`config.mk`:
```
export PLATFORM = sky130hd
export DESIGN_NAME = id_stage_top
export DESIGN_NICKNAME = d
export VERILOG_FILES = /design/src/source/rv_isa_pkg.sv /design/src/source/id_ctrl_pkg.sv /design/src/source/decode_if.sv /design/src/source/pipe_stage.sv /design/src/source/inst_classify.sv /design/src/source/imm_gen.sv /design/src/source/alu_ctrl_decode.sv /design/src/source/lsu_ctrl_decode.sv /design/src/source/reg_csr_decode.sv /design/src/source/id_stage_top.sv
export SDC_FILE = /design/constraint.sdc
export NUM_CORES = 1
export LEC_CHECK = 0
export BUFFER_PORTS_ARGS = -buffer_cell sky130_fd_sc_hd__buf_2
export CAP_MARGIN = 10
export CORE_MARGIN = 2
export CORE_UTILIZATION = 50
export CTS_CLUSTER_DIAMETER = 200
export CTS_CLUSTER_SIZE = 40
export DETAILED_ROUTE_END_ITERATION = 10
export PLACE_DENSITY = 0.77
export RECOVER_POWER = 100
export SETUP_SLACK_MARGIN = 0.02
export SLEW_MARGIN = 20
export SYNTH_ARGS = -nofsm -noshare
export SYNTH_HDL_FRONTEND = slang
export SYNTH_SLANG_ARGS = --single-unit
```
`constraint.sdc`:
```
create_clock -name clk -period 2.41 [get_ports clk]
set_input_delay 0.1205 -clock clk [delete_from_list [all_inputs] [get_ports clk]]
set_output_delay 0.1205 -clock clk [all_outputs]
set_load 0.01 [all_outputs]
```
`src/source/rv_isa_pkg.sv`:
```
// rv64i base and zicsr encodings used by the decode stage
`default_nettype none

package rv_isa_pkg;

	localparam int unsigned xlen = 64; // decode assumes rv64

	typedef logic [31:0]     inst_t;
	typedef logic [4:0]      reg_idx_t;
	typedef logic [xlen-1:0] xword_t;

	// major opcode, inst[6:0]
	typedef enum logic [6:0] {
		LOAD     = 7'b000_0011,
		OP_IMM   = 7'b001_0011,
		AUIPC    = 7'b001_0111,
		OP_IMM32 = 7'b001_1011, // addiw slliw srliw sraiw
		STORE    = 7'b010_0011,
		OP       = 7'b011_0011,
		LUI      = 7'b011_0111,
		OP32     = 7'b011_1011, // addw subw sllw srlw sraw
		BRANCH   = 7'b110_0011,
		JALR     = 7'b110_0111,
		JAL      = 7'b110_1111,
		SYSTEM   = 7'b111_0011
	} opcode_e;

	// branch compare
	localparam logic [2:0] F3_BEQ  = 3'b000;
	localparam logic [2:0] F3_BNE  = 3'b001;
	localparam logic [2:0] F3_BLT  = 3'b100;
	localparam logic [2:0] F3_BGE  = 3'b101;
	localparam logic [2:0] F3_BLTU = 3'b110;
	localparam logic [2:0] F3_BGEU = 3'b111;

	// load width, bit 2 set means zero extend
	localparam logic [2:0] F3_LB  = 3'b000;
	localparam logic [2:0] F3_LH  = 3'b001;
	localparam logic [2:0] F3_LW  = 3'b010;
	localparam logic [2:0] F3_LD  = 3'b011;
	localparam logic [2:0] F3_LBU = 3'b100;
	localparam logic [2:0] F3_LHU = 3'b101;
	localparam logic [2:0] F3_LWU = 3'b110;

	// store width
	localparam logic [2:0] F3_SB = 3'b000;
	localparam logic [2:0] F3_SH = 3'b001;
	localparam logic [2:0] F3_SW = 3'b010;
	localparam logic [2:0] F3_SD = 3'b011;

	// alu, shared by reg and imm forms
	localparam logic [2:0] F3_ADD_SUB = 3'b000; // inst[30] picks sub on reg form
	localparam logic [2:0] F3_SLL     = 3'b001;
	localparam logic [2:0] F3_SLT     = 3'b010;
	localparam logic [2:0] F3_SLTU    = 3'b011;
	localparam logic [2:0] F3_XOR     = 3'b100;
	localparam logic [2:0] F3_SR      = 3'b101; // inst[30] picks arithmetic
	localparam logic [2:0] F3_OR      = 3'b110;
	localparam logic [2:0] F3_AND     = 3'b111;

	// zicsr, bit 2 set means uimm in rs1 field
	localparam logic [2:0] F3_CSRRW  = 3'b001;
	localparam logic [2:0] F3_CSRRS  = 3'b010;
	localparam logic [2:0] F3_CSRRC  = 3'b011;
	localparam logic [2:0] F3_CSRRWI = 3'b101;
	localparam logic [2:0] F3_CSRRSI = 3'b110;
	localparam logic [2:0] F3_CSRRCI = 3'b111;

endpackage

`default_nettype wire

```
`src/source/id_ctrl_pkg.sv`:
```
// control encodings and the decoded bundle produced by the decode stage
`default_nettype none

package id_ctrl_pkg;

	// zero value is the idle op
	typedef enum logic [4:0] {
		ALU_NONE, ALU_ADD, ALU_SUB, ALU_SLT,
		ALU_SLTU, ALU_XOR, ALU_OR, ALU_AND,
		ALU_SLL, ALU_SRL, ALU_SRA, ALU_PASS_IMM,
		ALU_BEQ, ALU_BNE, ALU_BLT, ALU_BGE,
		ALU_BLTU, ALU_BGEU, ALU_ADDW, ALU_SUBW,
		ALU_SLLW, ALU_SRLW, ALU_SRAW
	} alu_op_e;

	typedef enum logic {OP1_REG, OP1_PC} op1_src_e;

	typedef enum logic [1:0] {OP2_REG, OP2_IMM, OP2_FOUR} op2_src_e; // four for link addr

	typedef enum logic [1:0] {CSR_NONE, CSR_RW, CSR_RS, CSR_RC} csr_op_e; // = funct3[1:0]

	// one flag per major opcode, all low for unknown
	typedef struct packed {
		logic op_imm;
		logic op_imm32;
		logic op;
		logic op32;
		logic lui;
		logic auipc;
		logic jal;
		logic jalr;
		logic branch;
		logic load;
		logic store;
		logic system;
	} opclass_t;

	typedef struct packed {
		logic                 rs1_r_ena;
		rv_isa_pkg::reg_idx_t rs1_r_addr;
		logic                 rs2_r_ena;
		rv_isa_pkg::reg_idx_t rs2_r_addr;
		logic                 rd_w_ena;
		rv_isa_pkg::reg_idx_t rd_w_addr;
		alu_op_e              alu_op;
		op1_src_e             alu_op1_src;
		op2_src_e             alu_op2_src;
		rv_isa_pkg::xword_t   imm;
		logic                 branch;
		logic                 jump;
		logic                 pc_src; // jalr target from rs1
		logic                 mem_r_ena;
		logic                 mem_w_ena;
		logic [7:0]           byte_enable;
		logic                 mem_ext_un;
		logic                 mem_to_reg;
		csr_op_e              csr_op;
		logic                 csr_rena;
		logic                 csr_wena;
	} id_bundle_t;

endpackage

`default_nettype wire

```
`src/source/decode_if.sv`:
```
// split instruction fields and opcode class, classifier to control decoders
`timescale 1ns/1ps
`default_nettype none

interface decode_if (
	input logic clk // only samples the decoder checks
);
	id_ctrl_pkg::opclass_t cls;
	logic [2:0]            funct3;
	logic                  alt; // inst[30]
	rv_isa_pkg::reg_idx_t  rd;
	rv_isa_pkg::reg_idx_t  rs1;
	rv_isa_pkg::reg_idx_t  rs2;
	rv_isa_pkg::inst_t     inst; // raw word for immediates

	modport producer (
		input  clk,
		output cls, funct3, alt, rd, rs1, rs2, inst
	);

	modport consumer (
		input clk,
		input cls, funct3, alt, rd, rs1, rs2, inst
	);
endinterface

`default_nettype wire

```
`src/source/pipe_stage.sv`:
```
// single entry valid/ready pipeline slot carrying any payload type
`timescale 1ns/1ps
`default_nettype none

module pipe_stage #(
	parameter type payload_t = logic [31:0]
) (
	input  logic     clk,
	input  logic     arst_n,
	input  logic     in_valid,
	output logic     in_ready,
	input  payload_t in_data,
	output logic     out_valid,
	input  logic     out_ready,
	output payload_t out_data
);

	// free when empty or draining this cycle
	assign in_ready = ~out_valid | out_ready;

	always_ff @(posedge clk or negedge arst_n) begin
		if (!arst_n) begin
			out_valid <= 1'b0;
			out_data  <= '0; // empty slot shows zero payload
		end else if (in_ready) begin
			out_valid <= in_valid;
			if (in_valid) begin
				out_data <= in_data;
			end
		end
	end

	// stalled output must not move
	a_hold_on_stall: assert property (
		@(posedge clk) disable iff (!arst_n)
		out_valid && !out_ready |=> out_valid && $stable(out_data)
	);

endmodule

`default_nettype wire

```
`src/source/inst_classify.sv`:
```
// splits the instruction word into fields and flags its opcode class
`timescale 1ns/1ps
`default_nettype none

module inst_classify (
	input rv_isa_pkg::inst_t inst,
	decode_if.producer       dec
);

	logic [6:0] opcode;

	assign opcode = inst[6:0];

	assign dec.rd     = inst[11:7];
	assign dec.funct3 = inst[14:12];
	assign dec.rs1    = inst[19:15];
	assign dec.rs2    = inst[24:20];
	assign dec.alt    = inst[30]; // sub / sra select
	assign dec.inst   = inst;

	// exact match only, anything else leaves cls all zero
	assign dec.cls = '{
		op_imm:   opcode == rv_isa_pkg::OP_IMM,
		op_imm32: opcode == rv_isa_pkg::OP_IMM32,
		op:       opcode == rv_isa_pkg::OP,
		op32:     opcode == rv_isa_pkg::OP32,
		lui:      opcode == rv_isa_pkg::LUI,
		auipc:    opcode == rv_isa_pkg::AUIPC,
		jal:      opcode == rv_isa_pkg::JAL,
		jalr:     opcode == rv_isa_pkg::JALR,
		branch:   opcode == rv_isa_pkg::BRANCH,
		load:     opcode == rv_isa_pkg::LOAD,
		store:    opcode == rv_isa_pkg::STORE,
		system:   opcode == rv_isa_pkg::SYSTEM
	};

	// downstream decoders rely on a single class
	a_cls_onehot0: assert property (@(posedge dec.clk) $onehot0(dec.cls));

endmodule

`default_nettype wire

```
`src/source/imm_gen.sv`:
```
// builds the sign extended immediate for the instruction format in use
`timescale 1ns/1ps
`default_nettype none

module imm_gen (
	decode_if.consumer          dec,
	output rv_isa_pkg::xword_t  imm
);

	rv_isa_pkg::inst_t  i;
	rv_isa_pkg::xword_t imm_i;
	rv_isa_pkg::xword_t imm_s;
	rv_isa_pkg::xword_t imm_b;
	rv_isa_pkg::xword_t imm_u;
	rv_isa_pkg::xword_t imm_j;

	assign i = dec.inst;

	// all formats extend from bit 31
	assign imm_i = {{52{i[31]}}, i[31:20]};
	assign imm_s = {{52{i[31]}}, i[31:25], i[11:7]};
	assign imm_b = {{52{i[31]}}, i[7], i[30:25], i[11:8], 1'b0}; // halfword aligned
	assign imm_u = {{32{i[31]}}, i[31:12], 12'b0};
	assign imm_j = {{44{i[31]}}, i[19:12], i[20], i[30:21], 1'b0};

	always_comb begin
		imm = '0; // unknown class
		if (dec.cls.lui || dec.cls.auipc) begin
			imm = imm_u;
		end else if (dec.cls.jal) begin
			imm = imm_j;
		end else if (dec.cls.branch) begin
			imm = imm_b;
		end else if (dec.cls.store) begin
			imm = imm_s;
		end else if (dec.cls.jalr || dec.cls.load || dec.cls.op_imm ||
				dec.cls.op_imm32 || dec.cls.system) begin
			imm = imm_i; // system reuses it as csr address
		end
	end

endmodule

`default_nettype wire

```
`src/source/alu_ctrl_decode.sv`:
```
// alu operation, operand sources and branch / jump controls
`timescale 1ns/1ps
`default_nettype none

module alu_ctrl_decode (
	decode_if.consumer             dec,
	output id_ctrl_pkg::alu_op_e   alu_op,
	output id_ctrl_pkg::op1_src_e  alu_op1_src,
	output id_ctrl_pkg::op2_src_e  alu_op2_src,
	output logic                   branch,
	output logic                   jump,
	output logic                   pc_src
);

	id_ctrl_pkg::opclass_t c;

	assign c = dec.cls;

	always_comb begin
		alu_op = id_ctrl_pkg::ALU_NONE;
		if (c.op || c.op_imm) begin
			case (dec.funct3)
				rv_isa_pkg::F3_ADD_SUB: alu_op = (c.op && dec.alt) ? id_ctrl_pkg::ALU_SUB
					: id_ctrl_pkg::ALU_ADD; // no subi
				rv_isa_pkg::F3_SLL:  alu_op = id_ctrl_pkg::ALU_SLL;
				rv_isa_pkg::F3_SLT:  alu_op = id_ctrl_pkg::ALU_SLT;
				rv_isa_pkg::F3_SLTU: alu_op = id_ctrl_pkg::ALU_SLTU;
				rv_isa_pkg::F3_XOR:  alu_op = id_ctrl_pkg::ALU_XOR;
				rv_isa_pkg::F3_SR:   alu_op = dec.alt ? id_ctrl_pkg::ALU_SRA
					: id_ctrl_pkg::ALU_SRL;
				rv_isa_pkg::F3_OR:   alu_op = id_ctrl_pkg::ALU_OR;
				rv_isa_pkg::F3_AND:  alu_op = id_ctrl_pkg::ALU_AND;
				default:             alu_op = id_ctrl_pkg::ALU_NONE;
			endcase
		end else if (c.op32 || c.op_imm32) begin
			// word ops, only add/sub and shifts exist
			case (dec.funct3)
				rv_isa_pkg::F3_ADD_SUB: alu_op = (c.op32 && dec.alt) ? id_ctrl_pkg::ALU_SUBW
					: id_ctrl_pkg::ALU_ADDW;
				rv_isa_pkg::F3_SLL: alu_op = id_ctrl_pkg::ALU_SLLW;
				rv_isa_pkg::F3_SR:  alu_op = dec.alt ? id_ctrl_pkg::ALU_SRAW
					: id_ctrl_pkg::ALU_SRLW;
				default:            alu_op = id_ctrl_pkg::ALU_NONE;
			endcase
		end else if (c.branch) begin
			case (dec.funct3)
				rv_isa_pkg::F3_BEQ:  alu_op = id_ctrl_pkg::ALU_BEQ;
				rv_isa_pkg::F3_BNE:  alu_op = id_ctrl_pkg::ALU_BNE;
				rv_isa_pkg::F3_BLT:  alu_op = id_ctrl_pkg::ALU_BLT;
				rv_isa_pkg::F3_BGE:  alu_op = id_ctrl_pkg::ALU_BGE;
				rv_isa_pkg::F3_BLTU: alu_op = id_ctrl_pkg::ALU_BLTU;
				rv_isa_pkg::F3_BGEU: alu_op = id_ctrl_pkg::ALU_BGEU;
				default:             alu_op = id_ctrl_pkg::ALU_NONE;
			endcase
		end else if (c.load || c.store || c.auipc || c.jal || c.jalr) begin
			alu_op = id_ctrl_pkg::ALU_ADD; // address or link sum
		end else if (c.lui || c.system) begin
			alu_op = id_ctrl_pkg::ALU_PASS_IMM; // result is the immediate
		end
	end

	assign alu_op1_src = (c.auipc || c.jal || c.jalr) ? id_ctrl_pkg::OP1_PC
		: id_ctrl_pkg::OP1_REG;

	always_comb begin
		if (c.jal || c.jalr) begin
			alu_op2_src = id_ctrl_pkg::OP2_FOUR; // pc + 4 into rd
		end else if (c.lui || c.auipc || c.load || c.store || c.op_imm ||
				c.op_imm32 || c.system) begin
			alu_op2_src = id_ctrl_pkg::OP2_IMM;
		end else begin
			alu_op2_src = id_ctrl_pkg::OP2_REG; // op, op32, branch, unknown
		end
	end

	assign branch = c.branch;
	assign jump   = c.jal | c.jalr;
	assign pc_src = c.jalr; // 1 rs1 based, 0 pc based

endmodule

`default_nettype wire

```
`src/source/lsu_ctrl_decode.sv`:
```
// load / store enables, byte lanes and load extension
`timescale 1ns/1ps
`default_nettype none

module lsu_ctrl_decode (
	decode_if.consumer  dec,
	output logic        mem_r_ena,
	output logic        mem_w_ena,
	output logic        mem_to_reg,
	output logic        mem_ext_un,
	output logic [7:0]  byte_enable
);

	assign mem_r_ena  = dec.cls.load;
	assign mem_w_ena  = dec.cls.store;
	assign mem_to_reg = dec.cls.load; // wb takes load data

	// aligned access assumed, lanes start at byte 0
	always_comb begin
		byte_enable = 8'h00;
		mem_ext_un  = 1'b0;
		if (dec.cls.load) begin
			case (dec.funct3)
				rv_isa_pkg::F3_LB:  byte_enable = 8'h01;
				rv_isa_pkg::F3_LH:  byte_enable = 8'h03;
				rv_isa_pkg::F3_LW:  byte_enable = 8'h0f;
				rv_isa_pkg::F3_LD:  byte_enable = 8'hff;
				rv_isa_pkg::F3_LBU: begin
					byte_enable = 8'h01;
					mem_ext_un  = 1'b1;
				end
				rv_isa_pkg::F3_LHU: begin
					byte_enable = 8'h03;
					mem_ext_un  = 1'b1;
				end
				rv_isa_pkg::F3_LWU: begin
					byte_enable = 8'h0f;
					mem_ext_un  = 1'b1;
				end
				default: byte_enable = 8'h00; // funct3 111 reserved
			endcase
		end else if (dec.cls.store) begin
			case (dec.funct3)
				rv_isa_pkg::F3_SB: byte_enable = 8'h01;
				rv_isa_pkg::F3_SH: byte_enable = 8'h03;
				rv_isa_pkg::F3_SW: byte_enable = 8'h0f;
				rv_isa_pkg::F3_SD: byte_enable = 8'hff;
				default:           byte_enable = 8'h00;
			endcase
		end
	end

	// lanes never active without an access
	a_lanes_need_access: assert property (
		@(posedge dec.clk) (|byte_enable) |-> (mem_r_ena || mem_w_ena)
	);

endmodule

`default_nettype wire

```
`src/source/reg_csr_decode.sv`:
```
// register port enables and addresses plus zicsr operation and enables
`timescale 1ns/1ps
`default_nettype none

module reg_csr_decode (
	decode_if.consumer              dec,
	output logic                    rs1_r_ena,
	output rv_isa_pkg::reg_idx_t    rs1_r_addr,
	output logic                    rs2_r_ena,
	output rv_isa_pkg::reg_idx_t    rs2_r_addr,
	output logic                    rd_w_ena,
	output rv_isa_pkg::reg_idx_t    rd_w_addr,
	output id_ctrl_pkg::csr_op_e    csr_op,
	output logic                    csr_rena,
	output logic                    csr_wena
);

	id_ctrl_pkg::opclass_t c;
	logic rd_nz;
	logic rs1_nz; // also the uimm on i forms

	assign c      = dec.cls;
	assign rd_nz  = |dec.rd;
	assign rs1_nz = |dec.rs1;

	assign rs1_r_addr = dec.rs1;
	assign rs2_r_addr = dec.rs2;
	assign rd_w_addr  = dec.rd;

	assign rs2_r_ena = c.branch | c.store | c.op | c.op32;

	always_comb begin
		rs1_r_ena = c.jalr | c.branch | c.load | c.store | c.op | c.op32 |
			c.op_imm | c.op_imm32;
		rd_w_ena  = c.lui | c.auipc | c.jal | c.jalr | c.load | c.op | c.op32 |
			c.op_imm | c.op_imm32; // no rd on branch, store
		csr_op    = id_ctrl_pkg::CSR_NONE;
		csr_rena  = 1'b0;
		csr_wena  = 1'b0;
		if (c.system) begin
			csr_op = id_ctrl_pkg::csr_op_e'(dec.funct3[1:0]);
			case (dec.funct3)
				rv_isa_pkg::F3_CSRRW, rv_isa_pkg::F3_CSRRWI: begin
					csr_rena  = rd_nz; // skip the read side effect for rd x0
					csr_wena  = 1'b1;
					rs1_r_ena = ~dec.funct3[2];
					rd_w_ena  = rd_nz;
				end
				rv_isa_pkg::F3_CSRRS, rv_isa_pkg::F3_CSRRC,
				rv_isa_pkg::F3_CSRRSI, rv_isa_pkg::F3_CSRRCI: begin
					csr_rena  = 1'b1;
					csr_wena  = rs1_nz; // x0 / zero mask leaves csr untouched
					rs1_r_ena = ~dec.funct3[2] & rs1_nz;
					rd_w_ena  = 1'b1;
				end
				default: csr_op = id_ctrl_pkg::CSR_NONE; // ecall, ebreak, reserved
			endcase
		end
	end

endmodule

`default_nettype wire

```
`src/source/id_stage_top.sv`:
```
// rv64i decode stage between two valid/ready slots
`timescale 1ns/1ps
`default_nettype none

module id_stage_top (
	input  logic                   clk,
	input  logic                   arst_n,
	input  logic                   in_valid,
	output logic                   in_ready,
	input  rv_isa_pkg::inst_t      inst,
	output logic                   out_valid,
	input  logic                   out_ready,
	output logic                   rs1_r_ena,
	output rv_isa_pkg::reg_idx_t   rs1_r_addr,
	output logic                   rs2_r_ena,
	output rv_isa_pkg::reg_idx_t   rs2_r_addr,
	output logic                   rd_w_ena,
	output rv_isa_pkg::reg_idx_t   rd_w_addr,
	output id_ctrl_pkg::alu_op_e   alu_op,
	output id_ctrl_pkg::op1_src_e  alu_op1_src,
	output id_ctrl_pkg::op2_src_e  alu_op2_src,
	output rv_isa_pkg::xword_t     imm,
	output logic                   branch,
	output logic                   jump,
	output logic                   pc_src,
	output logic                   mem_r_ena,
	output logic                   mem_w_ena,
	output logic [7:0]             byte_enable,
	output logic                   mem_ext_un,
	output logic                   mem_to_reg,
	output id_ctrl_pkg::csr_op_e   csr_op,
	output logic                   csr_rena,
	output logic                   csr_wena
);

	rv_isa_pkg::inst_t       inst_q; // held instruction
	logic                    mid_valid;
	logic                    mid_ready;
	wire id_ctrl_pkg::id_bundle_t bundle_d; // each decoder drives its own fields
	id_ctrl_pkg::id_bundle_t bundle_q;

	decode_if dec_if (.clk(clk));

	pipe_stage #(.payload_t(rv_isa_pkg::inst_t)) i_in_slot (
		.clk       (clk),
		.arst_n    (arst_n),
		.in_valid  (in_valid),
		.in_ready  (in_ready),
		.in_data   (inst),
		.out_valid (mid_valid),
		.out_ready (mid_ready),
		.out_data  (inst_q)
	);

	inst_classify i_classify (
		.inst (inst_q),
		.dec  (dec_if.producer)
	);

	imm_gen i_imm_gen (
		.dec (dec_if.consumer),
		.imm (bundle_d.imm)
	);

	alu_ctrl_decode i_alu_ctrl (
		.dec         (dec_if.consumer),
		.alu_op      (bundle_d.alu_op),
		.alu_op1_src (bundle_d.alu_op1_src),
		.alu_op2_src (bundle_d.alu_op2_src),
		.branch      (bundle_d.branch),
		.jump        (bundle_d.jump),
		.pc_src      (bundle_d.pc_src)
	);

	lsu_ctrl_decode i_lsu_ctrl (
		.dec         (dec_if.consumer),
		.mem_r_ena   (bundle_d.mem_r_ena),
		.mem_w_ena   (bundle_d.mem_w_ena),
		.mem_to_reg  (bundle_d.mem_to_reg),
		.mem_ext_un  (bundle_d.mem_ext_un),
		.byte_enable (bundle_d.byte_enable)
	);

	reg_csr_decode i_reg_csr (
		.dec        (dec_if.consumer),
		.rs1_r_ena  (bundle_d.rs1_r_ena),
		.rs1_r_addr (bundle_d.rs1_r_addr),
		.rs2_r_ena  (bundle_d.rs2_r_ena),
		.rs2_r_addr (bundle_d.rs2_r_addr),
		.rd_w_ena   (bundle_d.rd_w_ena),
		.rd_w_addr  (bundle_d.rd_w_addr),
		.csr_op     (bundle_d.csr_op),
		.csr_rena   (bundle_d.csr_rena),
		.csr_wena   (bundle_d.csr_wena)
	);

	// second slot, registers the decoded bundle
	pipe_stage #(.payload_t(id_ctrl_pkg::id_bundle_t)) i_out_slot (
		.clk       (clk),
		.arst_n    (arst_n),
		.in_valid  (mid_valid),
		.in_ready  (mid_ready),
		.in_data   (bundle_d),
		.out_valid (out_valid),
		.out_ready (out_ready),
		.out_data  (bundle_q)
	);

	assign rs1_r_ena   = bundle_q.rs1_r_ena;
	assign rs1_r_addr  = bundle_q.rs1_r_addr;
	assign rs2_r_ena   = bundle_q.rs2_r_ena;
	assign rs2_r_addr  = bundle_q.rs2_r_addr;
	assign rd_w_ena    = bundle_q.rd_w_ena;
	assign rd_w_addr   = bundle_q.rd_w_addr;
	assign alu_op      = bundle_q.alu_op;
	assign alu_op1_src = bundle_q.alu_op1_src;
	assign alu_op2_src = bundle_q.alu_op2_src;
	assign imm         = bundle_q.imm;
	assign branch      = bundle_q.branch;
	assign jump        = bundle_q.jump;
	assign pc_src      = bundle_q.pc_src;
	assign mem_r_ena   = bundle_q.mem_r_ena;
	assign mem_w_ena   = bundle_q.mem_w_ena;
	assign byte_enable = bundle_q.byte_enable;
	assign mem_ext_un  = bundle_q.mem_ext_un;
	assign mem_to_reg  = bundle_q.mem_to_reg;
	assign csr_op      = bundle_q.csr_op;
	assign csr_rena    = bundle_q.csr_rena;
	assign csr_wena    = bundle_q.csr_wena;

endmodule

`default_nettype wire

```
==> results of run 1 <==
-- metal layers --
layer  global-route usage [%]  part of all wire, %  wire (um)
met5                        0                    0          0
met4                     7.81                  1.6        191
met3                     5.61                  6.9        845
met2                     35.8                   47       5820
met1                     30.8                   44       5420
-- final cells by class --
cell class / count / share of cell area (%)
clock buffers: 9 / 2.08
clock inverters: 7 / 0.923
inverters: 7 / 0.441
multi-input cells: 309 / 32.3
flip-flops and latches: 105 / 44.1
well taps: 133 / 2.79
repair buffers: 194 / 17.4
-- Yosys cell counts (2+ instances only) --
master	instances	area [sq um]
and3_1	3	18.8
buf_2	7	35.0
nor4_1	4	25.0
a32oi_1	2	17.5
o21ai_1	2	10.0
or2_2	2	12.5
inv_1	7	26.3
a22o_1	6	52.6
nor3_1	5	25.0
o211ai_1	2	15.0
or2_1	2	12.5
nand3_2	6	60.1
a21oi_2	2	17.5
nor2_1	13	48.8
buf_6	4	45.0
nand2_1	102	383
o211ai_2	4	50.1
dfrtp_1	105	2630
o41ai_1	2	17.5
a21oi_1	14	70.1
a21o_1	5	37.5
nand3b_1	3	22.5
nor2_2	2	12.5
nor2b_1	2	12.5
o31ai_1	7	52.6
o21ai_0	19	95.1
mux2_2	33	372
nand4_1	4	25.0
o2111ai_1	2	17.5
buf_4	41	308
or3_1	4	25.0
clkbuf_1	21	78.8
a221o_1	10	100
a31oi_1	7	43.8
nand3_1	12	60.1
nand2b_1	5	31.3
-- repair_timing --
action                                 in CTS  in global routing
resized for setup                           0                  0
hold buffers                               34                  0
setup endpoints to repair                   0                  0
endpoints found under the hold margin      75                  0
-- critical path, delay by kind of cell (launching register included) --
family,cells,cell delay [ns]
buffers and inverters,1,0.24
flip-flops,1,0.58
AND/OR/NAND/NOR,5,1.16
-- power by group through the flow --
stage	Clock [uW]	Sequential (uW)	Combinational [uW]
2_1_floorplan	0	2170	626
3_3_place_gp	0	2180	899
3_5_place_dp	0	2190	920
4_1_cts	1040	2160	964
5_1_grt	1120	2200	1000
6_report	1000	2160	907
-- worst paths after layout --
check,slack [ns],depth (start not counted),to,start
min in group asynchronous,0.48,2,i_in_slot.out_data[17]$_DFFE_PN0P_,arst_n
min reg2reg,0.48,2,i_out_slot.out_data[102]$_DFFE_PN0P_,i_out_slot.out_data[102]$_DFFE_PN0P_
max,0.31,6,i_out_slot.out_data[46]$_DFFE_PN0P_,i_in_slot.out_data[3]$_DFFE_PN0P_
max in group asynchronous,0.66,3,i_out_slot.out_data[41]$_DFFE_PN0P_,arst_n
max reg2reg,0.31,6,i_out_slot.out_data[46]$_DFFE_PN0P_,i_in_slot.out_data[3]$_DFFE_PN0P_
min,0.06,3,i_out_slot.out_valid$_DFFE_PN0P_,out_ready
-- sequential cells by signal (all words and copies together) (netlist names) --
signal                cells
i_in_slot.out_valid       1
i_out_slot.out_data      71
i_out_slot.out_valid      1
i_in_slot.out_data       32
-- kinds of logic (layout without fill, tap and decap cells) --
family	after synthesis	count (layout)	share of synthesized area, %
buf+inv	81	217	9.78
flops	105	105	51.7
xor+xnor	1	1	0.172
compound gates	95	95	13.6
mux	33	33	7.32
simple gates	180	180	17.4
-- through the flow --
| stage | cell area (sq um) | std cells |
|---|---|---|
| floorplan | 5080 | 495 |
| global placement | 5630 | 714 |
| detailed placement | 5630 | 714 |
| CTS | 6150 | 764 |
| global route | 5960 | 764 |
| finish | 5960 | 764 |
==> results.txt, run 1 <==
The run finished with clean final reports. The worst path uses 87.0% of the clock period. The synthesized design contains 0 enable-type register cells. The worst clock skew came out at 0.00908 ns. The fraction of registers with async set/reset is 100%.

The total iterations of the first detailed-routing run is 4. The most frequent standard cell in the layout excluding fill and tap cells is clkbuf_1. The summed negative setup slack over all endpoints is 0 ns. The standard cell with the maximum stage delay on the critical path is dfrtp_1. At the end of the flow the core is filled with cells to 60.7%. The number of buffer cells added on primary ports is 146. The final antenna-violating net count came out at 0.

The total power density per cell area came out at 683 nW/um^2. The number of clock buffers inserted by TritonCTS came out at 9. The power spent charging and discharging nets is 1360 uW. The share of total power in combinational logic came out at 22.3%. The antenna diode count came out at 0. The mean routed wirelength per cell is 16.1 um.

The remaining global-route overflow came out at 0. Summing internal, switching and leakage power gives 4070 uW. The wire length of the first global-routing pass is 20100 um. The worst path needs 2.10 ns of the cycle, external delays included. TritonCTS built the clock tree.

The setup-violating endpoint count in the final report came out at 0. Setup repair after global routing left no endpoint under its margin. Among all flip-flop cells after synthesis, the most frequent one is dfrtp_1.

The fraction of power spent switching nets came out at 33.3%. The detail-routed via count per cell is approximately 5.4. The number of nets in the layout came out at 662.

When the netlist entered floorplanning its net count stood at 531. In this run the clock root is driven by a clkbuf_8. The sum of net half-perimeters after detailed placement is around 8400 um. The H-tree depth came out at 3. Of the cells placed in the final design, the portion with a size suffix greater than 1 is 17.6%. The data required time at the worst endpoint is about 2.7 ns.

The worst hold margin is 0.0639 ns. The initial antenna violation count came out at 0. Summed over all cells, the static leakage comes to about 0.0027 uW. The critical setup path kind is flop to flop. The total routing resource utilization after global routing is ~23%. The post-synthesis average cell area is slightly above 10 sq um. The sequential share of the synthesized area is 51.7%. The effective utilization at floorplan is 51.7%. In this run the worst path has a maximum fanout of 19. The number of global-route vias before repair came to slightly above 4000. The die span in y came out at between 100 and 150 um. After detailed routing, the number of remaining DRC violations is 0. The worst pin sits at a relative slew slack of about 26%. The transition time of the tightest slew-check pin is 1.11 ns.

The die covers 11000 sq um. The class of the tightest hold or removal check is input pin to flop. The global placement routability congestion came out at 0.850. The multi-input combinational cells in the finished layout cover a total of 1930 sq um. The number of violations reported at the end of detailed-routing iteration 0 came out at 268. The number of cell rows is 36. The floorplan step set the die width to around 100 um. The count of state elements after synthesis came out at 105. The count of max-cap constraint violations came out at 0. The final-report max-slew violation count came out at 0. The maximum clock frequency came out at between 0.4 and 0.5 GHz. The worst setup path is captured at a flop. Summed over all layers, the routed wires come to around 12000 um. The largest net degree at the start of global routing is 45.

Leaving out fill and tap cells, the most frequent cells in the layout are clkbuf_1 (111), dfrtp_1 (105), nand2_1 (102). The worst slack after detailed placement came out at 0.350 ns. The clock-pin slew reported for the worst setup and hold paths after clock tree synthesis came out at 0.09 ns. Across the whole layout, storage elements account for 2630 sq um. Of the total power, registers draw a little over half. The peak ir drop on the vdd network came out at 0.421 mV. The Yosys warning count is 0. The insertion delay of the later-clocked pin in the worst-skew pair is 0.37 ns. Cell internal power was estimated by the tool at 2720 uW.

The final-layout fill cell count came out at 912. Summing over every cut layer, the via total after detailed routing is 4146. At the worst endpoint, the arrival time is 2.34 ns.

In this run, distinct cell masters in the synthesized netlist total 60. After technology mapping, the gate count stands at about 500. The placeable core area came out at 9820 sq um.

The number of I/O pins is 147. For this run, the slowest stage of the critical path takes ~0.58 ns. The clock network fraction of total power came out at 24.6%. The slack of the critical path is 0.314 ns.

The buffers inserted during post-CTS setup optimization is 0. The number of failing hold endpoints at the final stage came out at 0. The number of buffers between clock root and the deepest sink is 2. The signal on the critical path passes through nor2b_2, nand3_4, nand4_1, or2_1, clkbuf_2, nand3_1. The area growth from synthesis to layout is 17.4%.

The mapped cell area is 5080 sq um. The number of clock sinks came out at between 100 and 150. STA classifies the critical path startpoint as a flop.
(Power assumes the default switching activity.)
==> run 2: changes to the inputs <==
CORE_UTILIZATION = 55   (was 50)
PLACE_DENSITY = 0.84   (was 0.77)
==> run 2 against run 1 <==
Compared with the run above:
- first-iteration DRC count increased by 32%
- routed wire length decreased by 0.61%
- cell count decreased by 4.1%
- non-clock buffer count decreased by 8
- via count about the same
- critical path depth unchanged
- register-to-register slack got worse by 0.11 ns
- clock power about the same
- largest power group unchanged
- highest routed layer unchanged
==> results.txt, run 2 (synthesis results as in run 1) <==
The worst hold path was traced through 2 stages. The count of max-cap constraint violations came out at 0. The total routing resource utilization after global routing is between 20% and 30%. The H-tree depth came out at 3. The transition time of the tightest slew-check pin came out at 1.40 ns.

The library cell used as clock root buffer is clkbuf_8. For this design, the slowest cell found on the critical path is dfrtp_1. The number of cell rows is 35. The worst clock skew came out at between 0.02 and 0.025 ns. The overall routed net length is about 12000 um. The family of cells with the greatest summed delay on the critical path is simple AND/OR/NAND/NOR gates. The number of buffers between clock root and the deepest sink is 2. The peak ir drop on the vdd network came out at 0.403 mV. Buffers placed on the I/O ports in this run total 146. The maximum clock frequency is 0.454 GHz. The overall die width came out at ~100 um. The number of nets in the layout came out at 654.

The count of cells along the worst register-to-register path came out at 6. The signal on the critical path passes through clkbuf_1, or3_1, a31oi_1, nor2_1, nor2_1, a221o_1. The global placement routability congestion came out at between 0.8 and 0.9. The share of total power in combinational logic came out at 21.5%.

After legalization and detailed placement, the total HPWL measured 8340 um. The mean routed wirelength per cell is between 15 and 20 um. The worst setup slack for register-to-register paths came out at 0.21 ns.

The highest fanout seen on the critical path is 13. Once placement completed, the tool counted placed cells totaling between 600 and 700. The most frequent standard cell in the layout excluding fill and tap cells is clkbuf_1. The class of the tightest hold or removal check is input pin to flop. The number of I/O pins is 147. The number of failing hold endpoints at the final stage is 0. The power spent charging and discharging nets came out at between 1000 and 1500 uW. The post-synthesis to final-layout area growth is 14.7%. The routing usage on met2 came out at between 30% and 40%. The layer carrying the most global-route usage is met2. The total area inside the core boundary comes to 9110 sq um. Counting both buffers and inverters, the worst setup path holds a total of 1.

The total iterations of the first detailed-routing run is 7. Setup repair after global routing left no endpoint under its margin. The non-filler instance count after layout is 733. In the final layout, the registers with the most flip-flops are i_out_slot.out_data: 71 flops, i_in_slot.out_data: 32 flops. The buffers inserted during post-CTS setup optimization came out at 0. The CTS tree is done. The cell that appears most often on the critical path is nor2_1. The clock-pin slew reported for the worst setup and hold paths after clock tree synthesis is 0.09 ns.

The leakage power summed over all cells came out at ~0.0026 uW. The shortest period the worst path allows is around 2.2 ns. After routing, the total negative slack on setup checks comes to 0 ns. The critical path is of the flop to flop type. The number of clock sinks is between 100 and 150. The repair_antennas step left the layout with diodes totalling 0.

The final-report max-slew violation count came to 0. The internal power component came out at 2720 uW. The share of final-layout standard cells stronger than drive strength 1 is 16.9%. The area enclosed by the die boundary came out at 10000 sq um. The met3 capacity usage during global routing came out at 4.46%. Once detail routing completed, the nets flagged for antenna violations numbered 0. Dividing the final minimum period by the clock period gives roughly 91%.

The share of power burned in registers came out at 53.8%. Dividing total power by cell area gives a power density of 695 nW/um^2. The data required time at the worst endpoint came out at between 2 and 3 ns. The largest net degree at the start of global routing is 106. The register bank with the most flops is i_out_slot.out_data. The number of flip-flops under the largest register name came out at 71. The remaining global-route overflow came out at 0.

The run finished with clean final reports. Setup violations remaining at the end of the flow were counted as 0. At the later pin of the worst-skew pair, clock insertion delay measures 0.36 ns. Dividing the detail-routed via count by the number of cells gives 5.65. Net switching is between 30% and 40% of the power.

The number of violations reported at the end of detailed-routing iteration 0 came out at 353. The remaining max-slew budget at the tightest pin came out at 6.95%. Of the total power, the clock network draws 24.6%.

The number of clock buffers inserted by TritonCTS is 9. The routing usage on met1 came out at 34.8%. The effective utilization at floorplan is 55.8%. The worst setup path is launched from a flop.

The wire length of the first global-routing pass came out at ~20000 um. The initial antenna violation count is 0. The logic depth of the worst path, buffers included is 6. The total number of vias came out at 4143. Counting the fill cells in the layout gives ~800.

The number of global-route vias before repair was 3856. The DRC violation count after routing is 0. Measured along the y axis, the die boundary spans 100 um. Data on the critical path arrives at its endpoint at 2.49 ns.

The top cell types in the final layout, fill and taps aside, are clkbuf_1 (114), dfrtp_1 (105), nand2_1 (101). The endpoint class of the critical path is a flop. The delay of the slowest critical-path stage came out at between 0.5 and 0.6 ns.
-- run 2: cell types whose count changed in the layout (fill, tap and decap cells not counted), sizes merged --
cell and delta:
dlygate4sd3 -7, clkbuf +3, buf -2, inv -2
clkinvlp -1
-- run 2: final timing paths --
check / startpoint / end
setup / recovery: i_in_slot.out_data[6]$_DFFE_PN0P_ / i_out_slot.out_data[20]$_DFFE_PN0P_
min in group asynchronous: arst_n / i_out_slot.out_data[104]$_DFFE_PN0P_
hold / removal: inst[5] / i_in_slot.out_data[5]$_DFFE_PN0P_
setup reg to reg: i_in_slot.out_data[6]$_DFFE_PN0P_ / i_out_slot.out_data[20]$_DFFE_PN0P_
hold reg to reg: i_out_slot.out_data[103]$_DFFE_PN0P_ / i_out_slot.out_data[103]$_DFFE_PN0P_
max in group asynchronous: arst_n / i_in_slot.out_data[2]$_DFFE_PN0P_
-- run 2: metrics by stage --
step / hold slack (ns) / setup WS [ns] / utilization, % / instance area [sq um] / power (uW)
floorplan: -0.175 / 0.796 / - / 5080 / 2800
global placement: 0.223 / 0.391 / 61.4 / 5590 / 3070
detailed placement: 0.232 / 0.282 / 61.4 / 5590 / 3100
CTS: 0.00261 / 0.278 / 66.3 / 6040 / 4110
global route: 0.000853 / 0.0699 / 64.0 / 5830 / 4250
finish: 0.0100 / 0.209 / 64.0 / 5830 / 4050
-- run 2: metal layers --
layer	vias to the layer above	wire [um]	share of wire [%]
li1	1940	-	-
met2	192	5890	48
met3	18	838	6.9
met5	-	0	0
met1	1993	5260	43
met4	0	205	1.7
-- run 2: worst reg2reg max path, cell delays in order (launching register included) --
cell and delay [ns]:
dfrtp_1 0.51, clkbuf_1 0.33, or3_1 0.43, a31oi_1 0.29, nor2_1 0.07, nor2_1 0.30, a221o_1 0.22
-- run 2: power by group through the flow --
stage	clock network (uW)	logic, uW	registers (uW)
finish	997	872	2180
global route	1070	968	2210
CTS	1010	936	2170
detailed placement	0	900	2200
global placement	0	880	2190
floorplan	0	626	2170
-- run 2: layout make-up --
type	count	area, sq um	share of cell area [%]
flip-flops and latches	105	2630	45.1
multi-input cells	309	1920	32.9
repair buffers	186	947	16.3
clock buffers	11	141	2.43
well taps	111	139	2.38
clock inverters	4	30.0	0.515
inverters	7	26.3	0.451
-- run 2: timing repair --
action,CTS,global route
resized for setup,0,0
hold buffers,27,0
hold endpoints to repair,131,0
setup endpoints to repair,0,0
==> run 3: changes to the inputs <==
CELL_PAD_IN_SITES_DETAIL_PLACEMENT = 0   (was not set)
CELL_PAD_IN_SITES_GLOBAL_PLACEMENT = 1   (was not set)
CORE_UTILIZATION = 43   (was 55)
GPL_ROUTABILITY_DRIVEN = 1   (was not set)
GPL_TIMING_DRIVEN = 0   (was not set)
PLACE_DENSITY = not set   (was 0.84)
PLACE_DENSITY_LB_ADDON = 0.1   (was not set)
==> run 3 against run 2 <==
Compared with the run above:
- the flow now finishes with violations (negative hold slack)
- fmax grew 0.11%
- clock skew decreased by 0.015 ns
- non-clock buffer count increased by 57
- worst hold slack lost 0.013 ns
- global-route usage shrank 2.3 points
- register-to-register slack hardly changed
- sequential cell count stayed put
- setup slack better by 0.0024 ns
- die area grew 27%
- highest routed layer unchanged
==> results.txt, run 3 (synthesis results as in run 1) <==
The arrival time at the worst endpoint came out at 2.42 ns. The delay of the slowest critical-path stage is 0.34 ns. For this run, the total global-route usage over all layers was measured as roughly 23%. The largest registers in the layout are i_out_slot.out_data: 71 flops, i_in_slot.out_data: 32 flops. The share of power burned in registers came out at 46.8%. The total power density per cell area is 712 nW/um^2. Post-CTS timing repair inserted 0 buffers for setup. The number of failing hold endpoints at the final stage is 1. The remaining global-route overflow came out at 0. The worst hold path depth is 2. The buffer and inverter count on the worst path came out at 2.

The mean routed wirelength per cell is 17.2 um. The congestion estimate from routability-driven global placement came to 0.889. The initial antenna violation count is 0. The post-route netlist has 26.5% of its cells at a drive strength greater than 1. In this run the worst path has a maximum fanout of 10.

The library cell used as clock root buffer is clkbuf_16. The effective utilization at floorplan came out at between 40% and 50%. The data required time at the worst endpoint came out at 2.63 ns. The placeable core area is 11500 sq um. The later pin in the worst-skew pair is clocked with a latency of around 0.35 ns.

Among cell families on the critical path, the largest total delay comes from simple AND/OR/NAND/NOR gates. The area enclosed by the die boundary came out at 12700 sq um. For the final database, setup skew stands at just over 0.007 ns.

Traced cell by cell, the critical path runs through clkbuf_1, and4b_1, or2_0, nor2_1, or2_0, clkbuf_2, o211ai_1. The tightest hold path in the finished design has a slack of -0.00254 ns. The logic depth of the worst path, buffers included came out at 7. The final period utilization came out at ~90%. Setup repair after global routing left no endpoint under its margin.

The total number of vias is 4337. The top cell types in the final layout, fill and taps aside, are dfrtp_1 (105), nand2_1 (102), clkbuf_1 (101). The largest individual stage delay along the critical path comes from the cell dfrtp_1. The worst setup path is launched from a flop. For this block, the routed nets add up to around 14000 um of wire. 0 antenna diodes ended up in the layout. The library cell used most frequently in the layout, excluding fill and tap cells, is dfrtp_1. The count of buffers added on input and output ports is 146. The checks that failed: negative hold slack. The final-report max-slew violation count is 0. The number of hold buffers added after cts is 22. The clock network accounts for 29.7% of the total power.

The DRC violation count after routing came out at 0. The worst slack after detailed placement came out at approximately 0.25 ns. Counting every sink on the clock net gives ~110. The fraction of power spent switching nets came out at 31.7%. The CTS tree is done.

The summed negative setup slack over all endpoints is 0 ns. The power spent charging and discharging nets came out at about 1400 uW. Setup violations remaining at the end of the flow were counted as 0. The flow ran to the end, but the final reports show violations.

The number of clock buffers inserted by TritonCTS is 9. Summed over all cells, the static leakage comes to 0.00306 uW. Once the clock tree was built, the resizer swapped 0 gates to a different size. After the first detailed-routing iteration, the DRC count stood at 278. The number of global-route vias before repair is 4084. The peak ir drop on the vdd network is 0.452 mV. The final total power came out at roughly 4500 uW.

The maximum clock frequency came out at roughly 0.45 GHz. The class of the tightest hold or removal check is input pin to flop. The floorplan has 39 rows. Among the stages of the critical path, the cell type that occurs most often is or2_0. The remaining max-slew budget at the tightest pin came out at 8.44%. STA classifies the critical path endpoint as a flop. The sum of net half-perimeters after detailed placement is 10200 um. The overall die width is between 100 and 150 um. The share of total power in combinational logic is 23.5%. The number of buffers between clock root and the deepest sink is 2. Entering global routing, the biggest net connects 54 pins. The detail-routed via count per cell is between 5 and 6. The wire length of the first global-routing pass came out at 22300 um. Clock-pin slew was measured on the worst setup and hold paths at 0.07 ns. In the post-route analysis, the smallest setup slack over all paths is ~0.21 ns.

The transition time of the tightest slew-check pin is between 1 and 1.5 ns. The register bank with the most flops is i_out_slot.out_data. The die span in y came out at 113 um.

Max-cap violations in this run came to 0. The post-synthesis to final-layout area growth is 25.2%. The shortest period the worst path allows is 2.20 ns. The critical path is of the flop to flop type. For this run, the detailed router's first-pass iteration total came to 5. The H-tree depth is 3. The count of cells along the worst register-to-register path came out at 7. The internal power component is 3090 uW. The number of I/O pins came out at 147. The final antenna-violating net count came out at 0. The number of nets in the layout is ~710. The register with the most flip-flops in the layout has 71 of them.
==> run 3: cell count changes in the layout (fill, tap and decap cells not counted), sizes merged <==
cell / previous run / this run
clkinvlp: 1 / 2
dlygate4sd3: 27 / 22
clkbuf: 129 / 150
buf: 41 / 81
==> run 3: final cells by class <==
type                            instances  area [sq um]
Clock buffer                           10           229
Tap cell                              143           179
Sequential cell                       105          2630
Clock inverter                          5          33.8
Multi-Input combinational cell        309          1930
Fill cell                            1093          5110
Buffer                                 74           449
Inverter                                7          26.3
Timing Repair Buffer                  169           886
==> run 3: worst register-to-register path, stage by stage, from the launching register on <==
cell and delay [ns]:
dfrtp_1 0.34, clkbuf_1 0.31, and4b_1 0.30, or2_0 0.27, nor2_1 0.15, or2_0 0.22, clkbuf_2 0.34, o211ai_1 0.15
==> run 3: stage by stage <==
stage               hold slack (ns)  area [sq um]  util (%)  std cells
floorplan                    -0.175          5080         -        495
global placement              0.332          5990      52.2        784
detailed placement            0.106          6020      52.5        785
CTS                         0.00150          6510      56.7        822
global route                0.00562          6360      55.5        822
finish                     -0.00254          6360      55.5        822
==> run 3: layer usage <==
metal | wire, um | share of wire, % | track usage (%)
met2 | 6550 | 46 | 34.7
met1 | 6560 | 46 | 32.2
met4 | 187 | 1.3 | 7.32
met3 | 885 | 6.2 | 4.55
met5 | 0 | 0 | 0
==> run 3: path summary, 6_finish.rpt <==
| check | start | slack, ns | end |
|---|---|---|---|
| min in group asynchronous | arst_n | 0.61 | i_out_slot.out_data[6]$_DFFE_PN0P_ |
| max | i_in_slot.out_data[4]$_DFFE_PN0P_ | 0.21 | i_out_slot.out_data[40]$_DFFE_PN0P_ |
| min | inst[20] | -0.003 | i_in_slot.out_data[20]$_DFFE_PN0P_ |
| max in group asynchronous | arst_n | 0.93 | i_in_slot.out_data[16]$_DFFE_PN0P_ |
| min reg2reg | i_out_slot.out_data[104]$_DFFE_PN0P_ | 0.48 | i_out_slot.out_data[104]$_DFFE_PN0P_ |
| max reg2reg | i_in_slot.out_data[4]$_DFFE_PN0P_ | 0.21 | i_out_slot.out_data[40]$_DFFE_PN0P_ |
==> run 3: power groups by stage <==
| stage | Clock [uW] | Combinational [uW] | Sequential (uW) |
|---|---|---|---|
| after floorplan | 0 | 626 | 2170 |
| after global placement | 0 | 1080 | 2140 |
| after detailed placement | 0 | 1100 | 2150 |
| after CTS | 1360 | 1130 | 2120 |
| after global routing | 1460 | 1170 | 2150 |
| final | 1340 | 1060 | 2120 |
